==> config.mk <==
export PLATFORM = sky130hd
export DESIGN_NAME = ipv4_forward_top
export DESIGN_NICKNAME = d
export VERILOG_FILES = /design/src/rtl/fwd_pkg.sv /design/src/rtl/stage_delay.sv /design/src/rtl/ipv4_checksum_verify.sv /design/src/rtl/ipv4_checksum_update.sv /design/src/rtl/route_table.sv /design/src/rtl/forward_ctrl.sv /design/src/rtl/ipv4_forward_top.sv
export SDC_FILE = /design/constraint.sdc
export NUM_CORES = 2
export LEC_CHECK = 0
export ABC_CLOCK_PERIOD_IN_PS = 37800
export BUFFER_PORTS_ARGS = -buffer_cell sky130_fd_sc_hd__buf_4
export CAP_MARGIN = 15
export CELL_PAD_IN_SITES_DETAIL_PLACEMENT = 0
export CELL_PAD_IN_SITES_GLOBAL_PLACEMENT = 1
export CORE_ASPECT_RATIO = 0.9
export CORE_MARGIN = 2
export CORE_UTILIZATION = 49
export DETAILED_ROUTE_END_ITERATION = 6
export PLACE_DENSITY_LB_ADDON = 0.2
export RECOVER_POWER = 25
export SETUP_SLACK_MARGIN = 0.1
export SYNTH_ARGS = -nofsm -noshare
export SYNTH_HDL_FRONTEND = slang
export SYNTH_SLANG_ARGS = --single-unit
export TNS_END_PERCENT = 10
==> constraint.sdc <==
create_clock -name clk -period 37.8 [get_ports clk]
set_input_delay 3.78 -clock clk [delete_from_list [all_inputs] [get_ports clk]]
set_output_delay 3.78 -clock clk [all_outputs]
set_load 0.02 [all_outputs]
==> src/rtl/fwd_pkg.sv <==
// shared types and constants for the ipv4 forwarding stage
// imported by every rtl block and by the testbench
package fwd_pkg;

    ////////////////////////////////////////////////////////////
    // sizes

    localparam int NUM_PORTS     = 16;
    localparam int PORT_W        = $clog2(NUM_PORTS);
    // host cpu sits on port 0
    localparam int CPU_PORT      = 0;
    localparam int ROUTE_ENTRIES = 16;
    localparam int ROUTE_IDX_W   = $clog2(ROUTE_ENTRIES);
    localparam int CNT_W         = 16;
    // 16-bit words in a 20-byte header
    localparam int HDR_WORDS     = 10;

    // cycles from in_valid
    localparam int LOOKUP_LAT    = 1;
    localparam int VERIFY_LAT    = 2;
    localparam int PIPE_LAT      = 3;

    ////////////////////////////////////////////////////////////
    // types

    // wire order, word 0 in the top bits
    typedef struct packed {
        logic [3:0]  version;
        logic [3:0]  ihl;
        logic [7:0]  tos;
        logic [15:0] total_len;
        logic [15:0] ident;
        logic [15:0] flags_frag;
        logic [7:0]  ttl;
        logic [7:0]  protocol;
        logic [15:0] checksum;
        logic [31:0] src_addr;
        logic [31:0] dst_addr;
    } ipv4_hdr_t;

    // item carried down the pipeline
    typedef struct packed {
        ipv4_hdr_t          hdr;
        logic [PORT_W-1:0]  ingress_port;
        logic [15:0]        byte_length;
    } pkt_desc_t;

    // prefix_len 0..32, 0 is the default route
    typedef struct packed {
        logic               valid;
        logic [31:0]        prefix;
        logic [5:0]         prefix_len;
        logic [PORT_W-1:0]  egress_port;
    } route_entry_t;

    typedef struct packed {
        logic               hit;
        logic [PORT_W-1:0]  egress_port;
    } route_result_t;

    typedef enum logic [1:0] {
        ACT_FORWARD = 2'd0,
        ACT_TO_CPU  = 2'd1,
        ACT_DROP    = 2'd2
    } fwd_action_t;

    // saturating counters, one per cause
    typedef struct packed {
        logic [CNT_W-1:0] bad_checksum;
        logic [CNT_W-1:0] ttl_expired;
        logic [CNT_W-1:0] no_route;
    } drop_counts_t;

endpackage

==> src/rtl/stage_delay.sv <==
// valid plus payload shift register, aligns side data to a later pipeline stage
// payload type and depth are set per instance
`timescale 1ns/100ps

module stage_delay #(
    parameter type payload_t = logic,
    parameter int  DEPTH     = 1
) (
    input  logic     clk,
    input  logic     rst,
    input  logic     in_valid,
    input  payload_t in_data,
    output logic     out_valid,
    output payload_t out_data
);

    logic [DEPTH-1:0] vld_q;
    payload_t         data_q [DEPTH];

    // valids only
    always_ff @(posedge clk) begin
        if (rst) begin
            vld_q <= '0;
        end else begin
            vld_q[0] <= in_valid;
            for (int i = 1; i < DEPTH; i++) begin
                vld_q[i] <= vld_q[i-1];
            end
        end
    end

    // payload shifts every cycle
    always_ff @(posedge clk) begin
        data_q[0] <= in_data;
        for (int i = 1; i < DEPTH; i++) begin
            data_q[i] <= data_q[i-1];
        end
    end

    assign out_valid = vld_q[DEPTH-1];
    assign out_data  = data_q[DEPTH-1];

    a_out_valid_known: assert property (@(posedge clk) disable iff (rst)
        !$isunknown(out_valid));

endmodule

==> src/rtl/ipv4_checksum_verify.sv <==
// two-stage ipv4 header checksum check
// hdr_ok is high when the ten words sum to all ones, two cycles after in_valid
`timescale 1ns/100ps

module ipv4_checksum_verify (
    input  logic              clk,
    input  logic              rst,
    input  logic              in_valid,
    input  fwd_pkg::ipv4_hdr_t hdr,
    output logic              ok_valid,
    output logic              hdr_ok
);

    import fwd_pkg::*;

    // word 0 leftmost
    logic [0:HDR_WORDS-1][15:0] words;
    logic [18:0]                sum_a;
    logic [18:0]                sum_b;
    logic [15:0]                half_a_q;
    logic [15:0]                half_b_q;
    logic                       s1_valid_q;
    logic [16:0]                total;
    logic [15:0]                folded;

    // end-around carry down to 16 bits, two passes cover five words
    function automatic logic [15:0] fold19(input logic [18:0] s);
        logic [16:0] t;
        t = {1'b0, s[15:0]} + {14'd0, s[18:16]};
        return t[15:0] + {15'd0, t[16]};
    endfunction

    assign words = hdr;

    ////////////////////////////////////////////////////////////
    // stage one, two half sums

    always_comb begin
        sum_a = '0;
        sum_b = '0;
        for (int i = 0; i < HDR_WORDS / 2; i++) begin
            sum_a = sum_a + {3'd0, words[i]};
            sum_b = sum_b + {3'd0, words[i + HDR_WORDS / 2]};
        end
    end

    always_ff @(posedge clk) begin
        half_a_q <= fold19(sum_a);
        half_b_q <= fold19(sum_b);
    end

    ////////////////////////////////////////////////////////////
    // stage two, fold and compare

    assign total  = {1'b0, half_a_q} + {1'b0, half_b_q};
    // single carry can not overflow again
    assign folded = total[15:0] + {15'd0, total[16]};

    always_ff @(posedge clk) begin
        if (rst) begin
            s1_valid_q <= 1'b0;
            ok_valid   <= 1'b0;
        end else begin
            s1_valid_q <= in_valid;
            ok_valid   <= s1_valid_q;
        end
    end

    always_ff @(posedge clk) begin
        hdr_ok <= (folded == 16'hFFFF);
    end

endmodule

==> src/rtl/ipv4_checksum_update.sv <==
// incremental checksum rewrite for a ttl decrement, one cycle
// follows HC' = ~(~HC + ~m + m') on the ttl/protocol word
`timescale 1ns/100ps

module ipv4_checksum_update (
    input  logic        clk,
    input  logic        rst,
    input  logic        in_valid,
    input  logic [15:0] old_checksum,
    input  logic [15:0] ttl_proto,
    output logic        upd_valid,
    output logic [15:0] new_checksum
);

    logic [15:0] hc_inv;
    logic [15:0] m_inv;
    // word after ttl - 1, protocol untouched
    logic [15:0] m_new;
    logic [17:0] raw_sum;
    logic [16:0] fold1;
    logic [15:0] fold2;

    assign hc_inv = ~old_checksum;
    assign m_inv  = ~ttl_proto;
    assign m_new  = ttl_proto - 16'h0100;

    // three terms, then end-around carry twice
    assign raw_sum = {2'b00, hc_inv} + {2'b00, m_inv} + {2'b00, m_new};
    assign fold1   = {1'b0, raw_sum[15:0]} + {15'd0, raw_sum[17:16]};
    assign fold2   = fold1[15:0] + {15'd0, fold1[16]};

    always_ff @(posedge clk) begin
        if (rst) begin
            upd_valid <= 1'b0;
        end else begin
            upd_valid <= in_valid;
        end
    end

    always_ff @(posedge clk) begin
        new_checksum <= ~fold2;
    end

    // ttl 0 would wrap the high byte
    a_ttl_nonzero: assert property (@(posedge clk) disable iff (rst)
        in_valid |-> (ttl_proto[15:8] != 8'd0));

endmodule

==> src/rtl/route_table.sv <==
// 16-entry route table, written by strobe, longest-prefix lookup in one cycle
// a write is seen by lookups starting the next cycle
`timescale 1ns/100ps

module route_table (
    input  logic                            clk,
    input  logic                            rst,
    input  logic                            cfg_wr,
    input  logic [fwd_pkg::ROUTE_IDX_W-1:0] cfg_index,
    input  fwd_pkg::route_entry_t           cfg_entry,
    input  logic                            lookup_valid,
    input  logic [31:0]                     dst_addr,
    output logic                            result_valid,
    output fwd_pkg::route_result_t          result
);

    import fwd_pkg::*;

    logic [ROUTE_ENTRIES-1:0] valid_q;
    route_entry_t             entry_q [ROUTE_ENTRIES];
    logic [ROUTE_ENTRIES-1:0] match;
    logic                     best_hit;
    logic [5:0]               best_len;
    logic [PORT_W-1:0]        best_port;

    // top len bits set, len 32 shifts all ones out
    function automatic logic [31:0] len_mask(input logic [5:0] len);
        return ~(32'hFFFF_FFFF >> len);
    endfunction

    ////////////////////////////////////////////////////////////
    // table storage

    always_ff @(posedge clk) begin
        if (rst) begin
            valid_q <= '0;
        end else if (cfg_wr) begin
            valid_q[cfg_index] <= cfg_entry.valid;
        end
    end

    always_ff @(posedge clk) begin
        if (cfg_wr) begin
            entry_q[cfg_index] <= cfg_entry;
        end
    end

    ////////////////////////////////////////////////////////////
    // parallel compare

    always_comb begin
        for (int i = 0; i < ROUTE_ENTRIES; i++) begin
            match[i] = valid_q[i] &&
                (((dst_addr ^ entry_q[i].prefix) & len_mask(entry_q[i].prefix_len)) == '0);
        end
    end

    // strict greater, so lowest index keeps a tie
    always_comb begin
        best_hit  = 1'b0;
        best_len  = '0;
        best_port = '0;
        for (int i = 0; i < ROUTE_ENTRIES; i++) begin
            if (match[i] && (!best_hit || (entry_q[i].prefix_len > best_len))) begin
                best_hit  = 1'b1;
                best_len  = entry_q[i].prefix_len;
                best_port = entry_q[i].egress_port;
            end
        end
    end

    ////////////////////////////////////////////////////////////
    // result register

    always_ff @(posedge clk) begin
        if (rst) begin
            result_valid <= 1'b0;
        end else begin
            result_valid <= lookup_valid;
        end
    end

    always_ff @(posedge clk) begin
        result.hit         <= best_hit;
        result.egress_port <= best_port;
    end

    // longer prefixes would never match
    a_prefix_len_range: assert property (@(posedge clk) disable iff (rst)
        cfg_wr |-> (cfg_entry.prefix_len <= 6'd32));

endmodule

==> src/rtl/forward_ctrl.sv <==
// forwarding decision, output descriptor build and drop counters
// descriptor arrives one cycle before the verdicts and is staged here
`timescale 1ns/100ps

module forward_ctrl (
    input  logic                       clk,
    input  logic                       rst,
    input  logic                       stage_valid,
    input  fwd_pkg::pkt_desc_t         desc,
    input  logic                       hdr_ok,
    input  fwd_pkg::route_result_t     route,
    input  logic [15:0]                new_checksum,
    output logic                       out_valid,
    output fwd_pkg::pkt_desc_t         out_desc,
    output fwd_pkg::fwd_action_t       out_action,
    output logic [fwd_pkg::PORT_W-1:0] out_egress_port,
    output fwd_pkg::drop_counts_t      drop_counts
);

    import fwd_pkg::*;

    logic              s2_valid;
    pkt_desc_t         s2_desc;
    logic              ttl_low;
    fwd_action_t       act;
    logic [PORT_W-1:0] port;
    pkt_desc_t         nxt_desc;
    logic              cnt_bad;
    logic              cnt_ttl;
    logic              cnt_route;

    // hold at max
    function automatic logic [CNT_W-1:0] sat_inc(input logic [CNT_W-1:0] c);
        return (&c) ? c : c + 1'b1;
    endfunction

    ////////////////////////////////////////////////////////////
    // descriptor stage, lines up with checksum and route

    always_ff @(posedge clk) begin
        if (rst) begin
            s2_valid <= 1'b0;
        end else begin
            s2_valid <= stage_valid;
        end
    end

    always_ff @(posedge clk) begin
        s2_desc <= desc;
    end

    ////////////////////////////////////////////////////////////
    // decision, priority order

    assign ttl_low = (s2_desc.hdr.ttl <= 8'd1);

    always_comb begin
        act      = ACT_FORWARD;
        port     = route.egress_port;
        nxt_desc = s2_desc;
        if (!hdr_ok) begin
            act  = ACT_DROP;
            port = '0;
        end else if (ttl_low) begin
            // punt to host, header as received
            act  = ACT_TO_CPU;
            port = PORT_W'(CPU_PORT);
        end else if (!route.hit) begin
            act  = ACT_DROP;
            port = '0;
        end else begin
            nxt_desc.hdr.ttl      = s2_desc.hdr.ttl - 8'd1;
            nxt_desc.hdr.checksum = new_checksum;
        end
    end

    // one cause per item at most
    assign cnt_bad   = s2_valid && !hdr_ok;
    assign cnt_ttl   = s2_valid && hdr_ok && ttl_low;
    assign cnt_route = s2_valid && hdr_ok && !ttl_low && !route.hit;

    ////////////////////////////////////////////////////////////
    // output and counter registers

    always_ff @(posedge clk) begin
        if (rst) begin
            out_valid   <= 1'b0;
            drop_counts <= '0;
        end else begin
            out_valid <= s2_valid;
            if (cnt_bad) begin
                drop_counts.bad_checksum <= sat_inc(drop_counts.bad_checksum);
            end
            if (cnt_ttl) begin
                drop_counts.ttl_expired <= sat_inc(drop_counts.ttl_expired);
            end
            if (cnt_route) begin
                drop_counts.no_route <= sat_inc(drop_counts.no_route);
            end
        end
    end

    always_ff @(posedge clk) begin
        out_desc        <= nxt_desc;
        out_action      <= act;
        out_egress_port <= port;
    end

    // verdicts must belong to the staged item
    a_verdicts_in_step: assert property (@(posedge clk) disable iff (rst)
        s2_valid |-> !$isunknown({hdr_ok, route.hit}));

    a_update_in_step: assert property (@(posedge clk) disable iff (rst)
        (s2_valid && hdr_ok && !ttl_low && route.hit) |-> !$isunknown(new_checksum));

endmodule

==> src/rtl/ipv4_forward_top.sv <==
// ipv4 forwarding stage top, fixed 3-cycle latency from in_valid to out_valid
// lookup and checksum check start at cycle 0, ttl update at cycle 1
`timescale 1ns/100ps

module ipv4_forward_top (
    input  logic                            clk,
    input  logic                            rst,
    input  logic                            in_valid,
    input  fwd_pkg::pkt_desc_t              in_desc,
    input  logic                            cfg_wr,
    input  logic [fwd_pkg::ROUTE_IDX_W-1:0] cfg_index,
    input  fwd_pkg::route_entry_t           cfg_entry,
    output logic                            out_valid,
    output fwd_pkg::pkt_desc_t              out_desc,
    output fwd_pkg::fwd_action_t            out_action,
    output logic [fwd_pkg::PORT_W-1:0]      out_egress_port,
    output fwd_pkg::drop_counts_t           drop_counts
);

    import fwd_pkg::*;

    logic          lookup_vld;
    route_result_t lookup_res;
    logic          res_vld;
    route_result_t res_q;
    logic          ok_vld;
    logic          hdr_ok;
    logic          desc_vld;
    pkt_desc_t     desc_q;
    logic          upd_req;
    logic          upd_vld;
    logic [15:0]   new_checksum;

    ////////////////////////////////////////////////////////////
    // cycle 0 to 2, lookup and checksum check

    route_table route_table0 (
        .clk          ( clk                 ),
        .rst          ( rst                 ),
        .cfg_wr       ( cfg_wr              ),
        .cfg_index    ( cfg_index           ),
        .cfg_entry    ( cfg_entry           ),
        .lookup_valid ( in_valid            ),
        .dst_addr     ( in_desc.hdr.dst_addr ),
        .result_valid ( lookup_vld          ),
        .result       ( lookup_res          )
    );

    // route result waits for the checksum verdict
    stage_delay #(
        .payload_t ( route_result_t           ),
        .DEPTH     ( VERIFY_LAT - LOOKUP_LAT  )
    ) res_dly (
        .clk       ( clk        ),
        .rst       ( rst        ),
        .in_valid  ( lookup_vld ),
        .in_data   ( lookup_res ),
        .out_valid ( res_vld    ),
        .out_data  ( res_q      )
    );

    ipv4_checksum_verify checksum_verify0 (
        .clk      ( clk         ),
        .rst      ( rst         ),
        .in_valid ( in_valid    ),
        .hdr      ( in_desc.hdr ),
        .ok_valid ( ok_vld      ),
        .hdr_ok   ( hdr_ok      )
    );

    ////////////////////////////////////////////////////////////
    // cycle 1, descriptor and ttl update

    stage_delay #(
        .payload_t ( pkt_desc_t ),
        .DEPTH     ( LOOKUP_LAT )
    ) desc_dly (
        .clk       ( clk      ),
        .rst       ( rst      ),
        .in_valid  ( in_valid ),
        .in_data   ( in_desc  ),
        .out_valid ( desc_vld ),
        .out_data  ( desc_q   )
    );

    // ttl 0 items never forward, no update request
    assign upd_req = desc_vld && (desc_q.hdr.ttl != 8'd0);

    ipv4_checksum_update checksum_update0 (
        .clk          ( clk                                  ),
        .rst          ( rst                                  ),
        .in_valid     ( upd_req                              ),
        .old_checksum ( desc_q.hdr.checksum                  ),
        .ttl_proto    ( {desc_q.hdr.ttl, desc_q.hdr.protocol} ),
        .upd_valid    ( upd_vld                              ),
        .new_checksum ( new_checksum                         )
    );

    ////////////////////////////////////////////////////////////
    // cycle 2 decision, registered out at cycle 3

    forward_ctrl forward_ctrl0 (
        .clk             ( clk             ),
        .rst             ( rst             ),
        .stage_valid     ( desc_vld        ),
        .desc            ( desc_q          ),
        .hdr_ok          ( hdr_ok          ),
        .route           ( res_q           ),
        .new_checksum    ( new_checksum    ),
        .out_valid       ( out_valid       ),
        .out_desc        ( out_desc        ),
        .out_action      ( out_action      ),
        .out_egress_port ( out_egress_port ),
        .drop_counts     ( drop_counts     )
    );

    // all three paths meet forward_ctrl in the same cycle
    a_paths_in_step: assert property (@(posedge clk) disable iff (rst)
        desc_vld |=> (ok_vld && res_vld));

    a_update_in_step: assert property (@(posedge clk) disable iff (rst)
        upd_vld |-> ok_vld);

endmodule

==> results.cfg <==
[outcome]
status = finished with violations
violated_checks = DRC, capacitance limit, slew limit

[routing]
viasPerCell = 5.78
drt-total-wl_um = 199000
final_antenna_net_count = 0
dr.first_iter.drc_count = 5503
routedWlPerCell_um = 27.3
drc = 5
detail_route.first_pass.iterations = 7
detailroute.via_count = 42158

[cts]
clock_sinks = 1344
clk_transition_reported_paths_ps = 60
clkLatencyLatePin_ps = 770
h-tree-depth = 4
clk_root_buffer_cell = clkbuf_16
cts_hold_buffers = 0
cts-root-to-sink-buffers = 3
cts-buffers-inserted = 141
tritoncts = yes

[timing]
achievable-frequency_mhz = 28.4
finalClockSkew_ps = 14.6
timing.final.hold_violations = 0
worst_pin_slew_ps = 1910
setup_viol = 0
period_needed_ps = 35210
finalCritPeriodShare_pct = 93.1
slew_headroom_pct = -27.4
fin_tns_setup_ps = 0
final_max_slew_viol_count = 102
setup_repair_after_global_routing_missed_its_margin = false
worst_hold_slack_ps = 315

[layout]
finish.cell_count_without_fillers = 7291
fill_cells = 10130
design_area_um2 = 68800
final_layout_size_suffix_gt1_share_pct = 13.0
design.final.nets = 6096
syn_to_final_growth_pct = 16.3

[global_route]
first_global_vias = 39067
gr-usage-all-layers_pct = 31.6
grt_pass1_wl_um = 278000
global_route.overflow_total = 0
grt_start_max_net_pins = 68
antenna_found_initial = 27

[power_and_ir_drop]
clock_power_share_pct = 36.2
power.share.combinational_pct = 21.5
max-vdd-ir-drop_mv = 0.0365
p_per_area_nw_per_um2 = 56.5
p_total_uw = 3880
power.net_switching_uw = 1120
p_sw_share_pct = 28.9
power_frac_seq_pct = 42.3
cellInternalPower_uw = 2760
cellLeakagePower_uw = 0.0263

[synthesis]
yosys.area_share.simple_pct = 8.09
postSynthAreaPerCell_um2 = 11.6
synth.yosys.seq_area_share_pct = 56.9
synth-compound-area-share_pct = 11.8
synth_warnings = 0
yosys.area_share.xor_xnor_pct = 11.1
dominantRegCellSynth = edfxtp_1
synthesis.nets = 5618
synth.mux.area_fraction_pct = 1.35
synth_cells = 5099
synth_top_family_by_area = compound AO/OA/AOI/OAI gates
synth-edff-count = 672
synthArstFlopShare_pct = 0
synth_fa_ha_area_share_pct = 7.09
number_of_synthesized_register_bits = 1344
synthDistinctLibCells = 110
synth_area_um2 = 59100

[critical_path]
max_stage_delay_ps = 550
crit_path_top_delay_cell = and4_1
worstPathRequired_ps = 38510
arrival_ps = 35920
rr_startpoint = route_table0.entry_q[0][7]$_DFFE_PP_
critical_path_class = input pin to flop
critPathCaptureType = flop
worst-path-max-fanout = 22
critical-path-top-cell-by-count = o21a_1
critical_path.startpoint_type = input pin
path_delay_family = compound AO/OA/AOI/OAI gates
path_buf_inv = 12
worstSetupStartpoint = in_desc[33]

[placement]
gpl.final_weighted_congestion = 0.965
dpl.hpwl_um = 133000
dp.cells = 7013
dpl-instance-area_um2 = 64200
placement.io_buffers = 465

[die]
die_height_um = 334
floorplan.die_area_um2 = 123000
core_region_area_um2 = 119000
fp.dieW_um = 370
core.rowCount = 120
initial_utilization_pct = 49.5
design.portCount = 466

[worst_hold_path]
holdCritPathClass = flop to flop
holdCritStartpoint = desc_dly.data_q[0][75]$_DFF_P_

[run]
max_cap_viol_count = 7
==> cell families (layout without fill, tap and decap cells) <==
family          count (synthesis)  in the layout
buf+inv                       551           1146
compound gates               1110           1110
fa+ha+maj                     293            293
mux                            75             75
flops                        1344           1344
xor+xnor                      745            745
simple gates                  981            981
other cells                     0             11
==> area by class of cell <==
cell class / count / area (um^2) / share of cell area, %
multi-input combinational: 3204 / 23400 / 34.1
clock inverter: 65 / 646 / 0.939
timing repair buffer: 523 / 3580 / 5.21
inverter: 363 / 1360 / 1.98
tap: 1586 / 1980 / 2.89
sequential: 1344 / 33600 / 48.9
antenna: 11 / 27.5 / 0.0400
clock buffer: 195 / 4090 / 5.95
==> cells in the mapped netlist (13+ instances only) <==
cell type	count	area [um^2]
o21bai_1	80	601
and2_1	29	181
nor2_1	282	1060
edfxtp_1	672	20200
nand4_1	43	269
fa_1	72	1440
clkbuf_1	128	480
nor3_1	84	420
or3_1	25	156
mux2i_1	40	400
ha_1	216	2700
nor4_1	36	225
a31oi_1	41	257
nor2b_1	23	144
o211ai_1	24	180
o31a_1	13	114
o22ai_1	38	238
xor2_1	254	2220
a22oi_1	14	105
and3_1	29	181
mux2_2	32	360
o221ai_1	17	149
nand3_1	83	415
dfxtp_1	672	13500
nand2_1	244	916
a21o_1	35	263
o21ai_0	237	1190
buf_2	23	115
nand2b_1	29	181
xnor2_1	489	4280
a211oi_1	28	210
o21a_1	39	293
buf_1	15	56.3
inv_1	362	1360
a21oi_1	388	1940
==> path summary, 6_finish.rpt <==
path                                                           end  slack [ps]  cells after the start
worst max register to register      route_table0.result[0]$_DFF_P_        4920                    159
worst min register to register  forward_ctrl0.nxt_desc[75]$_DFF_P_         320                      0
worst max-delay path                route_table0.result[0]$_DFF_P_        2590                    160
worst min-delay path            forward_ctrl0.nxt_desc[75]$_DFF_P_         320                      0
==> layout by cell type (no fill, tap or decap), types with 29 or more instances in the layout <==
master,count
clkinv_2,31
clkbuf_16,149
o21a_1,39
edfxtp_1,672
xnor2_1,488
xor2_1,254
clkbuf_1,134
nor3_1,83
and3_1,29
o21ai_0,237
a21o_1,35
a31oi_1,41
o21bai_1,80
buf_4,363
clkbuf_4,49
a21oi_1,384
nand3_1,83
nand2_1,243
o22ai_1,38
mux2_2,30
ha_1,216
nor4_1,36
fa_1,72
mux2i_1,39
inv_1,362
dfxtp_1,672
nand4_1,43
nor2_1,269
==> worst register-to-register path: cells and delay by family (launching register included) <==
kind / cells / cell delay (ps)
muxes: 6 / 1500
AOI/OAI and AO/OA: 86 / 17770
buffers and inverters: 11 / 1050
DFF: 1 / 650
adders and majority gates: 15 / 4290
and+or+nand+nor: 41 / 7510
==> through the flow <==
stage | worst slack, ps | utilization, %
CTS | 1200 | 57.8
global placement | 905 | 53.8
floorplan | 5430 | -
global route | 29.5 | 57.6
detailed placement | 569 | 53.8
finish | 2590 | 57.6
==> what timing repair did <==
item                       4_1_cts  5_1_grt
setup buffers                    0        3
resized for setup                0       13
setup endpoints to repair        0        4
==> sequential cells by signal, summed over array words and instances (netlist names) <==
name / count
checksum_verify0.half_b_q: 16
checksum_verify0.hdr_ok: 1
desc_dly.data_q: 180
checksum_verify0.half_a_q: 16
checksum_update0.new_checksum: 16
route_table0.entry_q: 672
forward_ctrl0.s2_valid: 1
forward_ctrl0.drop_counts: 48
route_table0.valid_q: 16
forward_ctrl0.out_valid: 1
route_table0.result: 5
forward_ctrl0.out_action: 2
desc_dly.out_valid: 1
forward_ctrl0.nxt_desc: 156
res_dly.data_q: 5
forward_ctrl0.out_desc: 180
forward_ctrl0.out_egress_port: 4
forward_ctrl0.s2_desc: 24
==> metal layers <==
metal	GRT usage, %	share of wire, %	wire [um]
met2	45.7	42	84500
met1	43.9	42	83000
met4	11.8	3.9	7740
met3	10.4	12	24000
met5	0	0	0
==> power by group through the flow <==
| stage | Combinational [uW] | Clock, uW | Sequential, uW |
|---|---|---|---|
| after global placement | 818 | 0 | 1670 |
| after global routing | 924 | 1480 | 1650 |
| after floorplan | 589 | 0 | 1670 |
| after detailed placement | 828 | 0 | 1670 |
| final | 834 | 1410 | 1640 |
| after CTS | 834 | 1420 | 1640 |
Power figures use the tool's default switching activity.
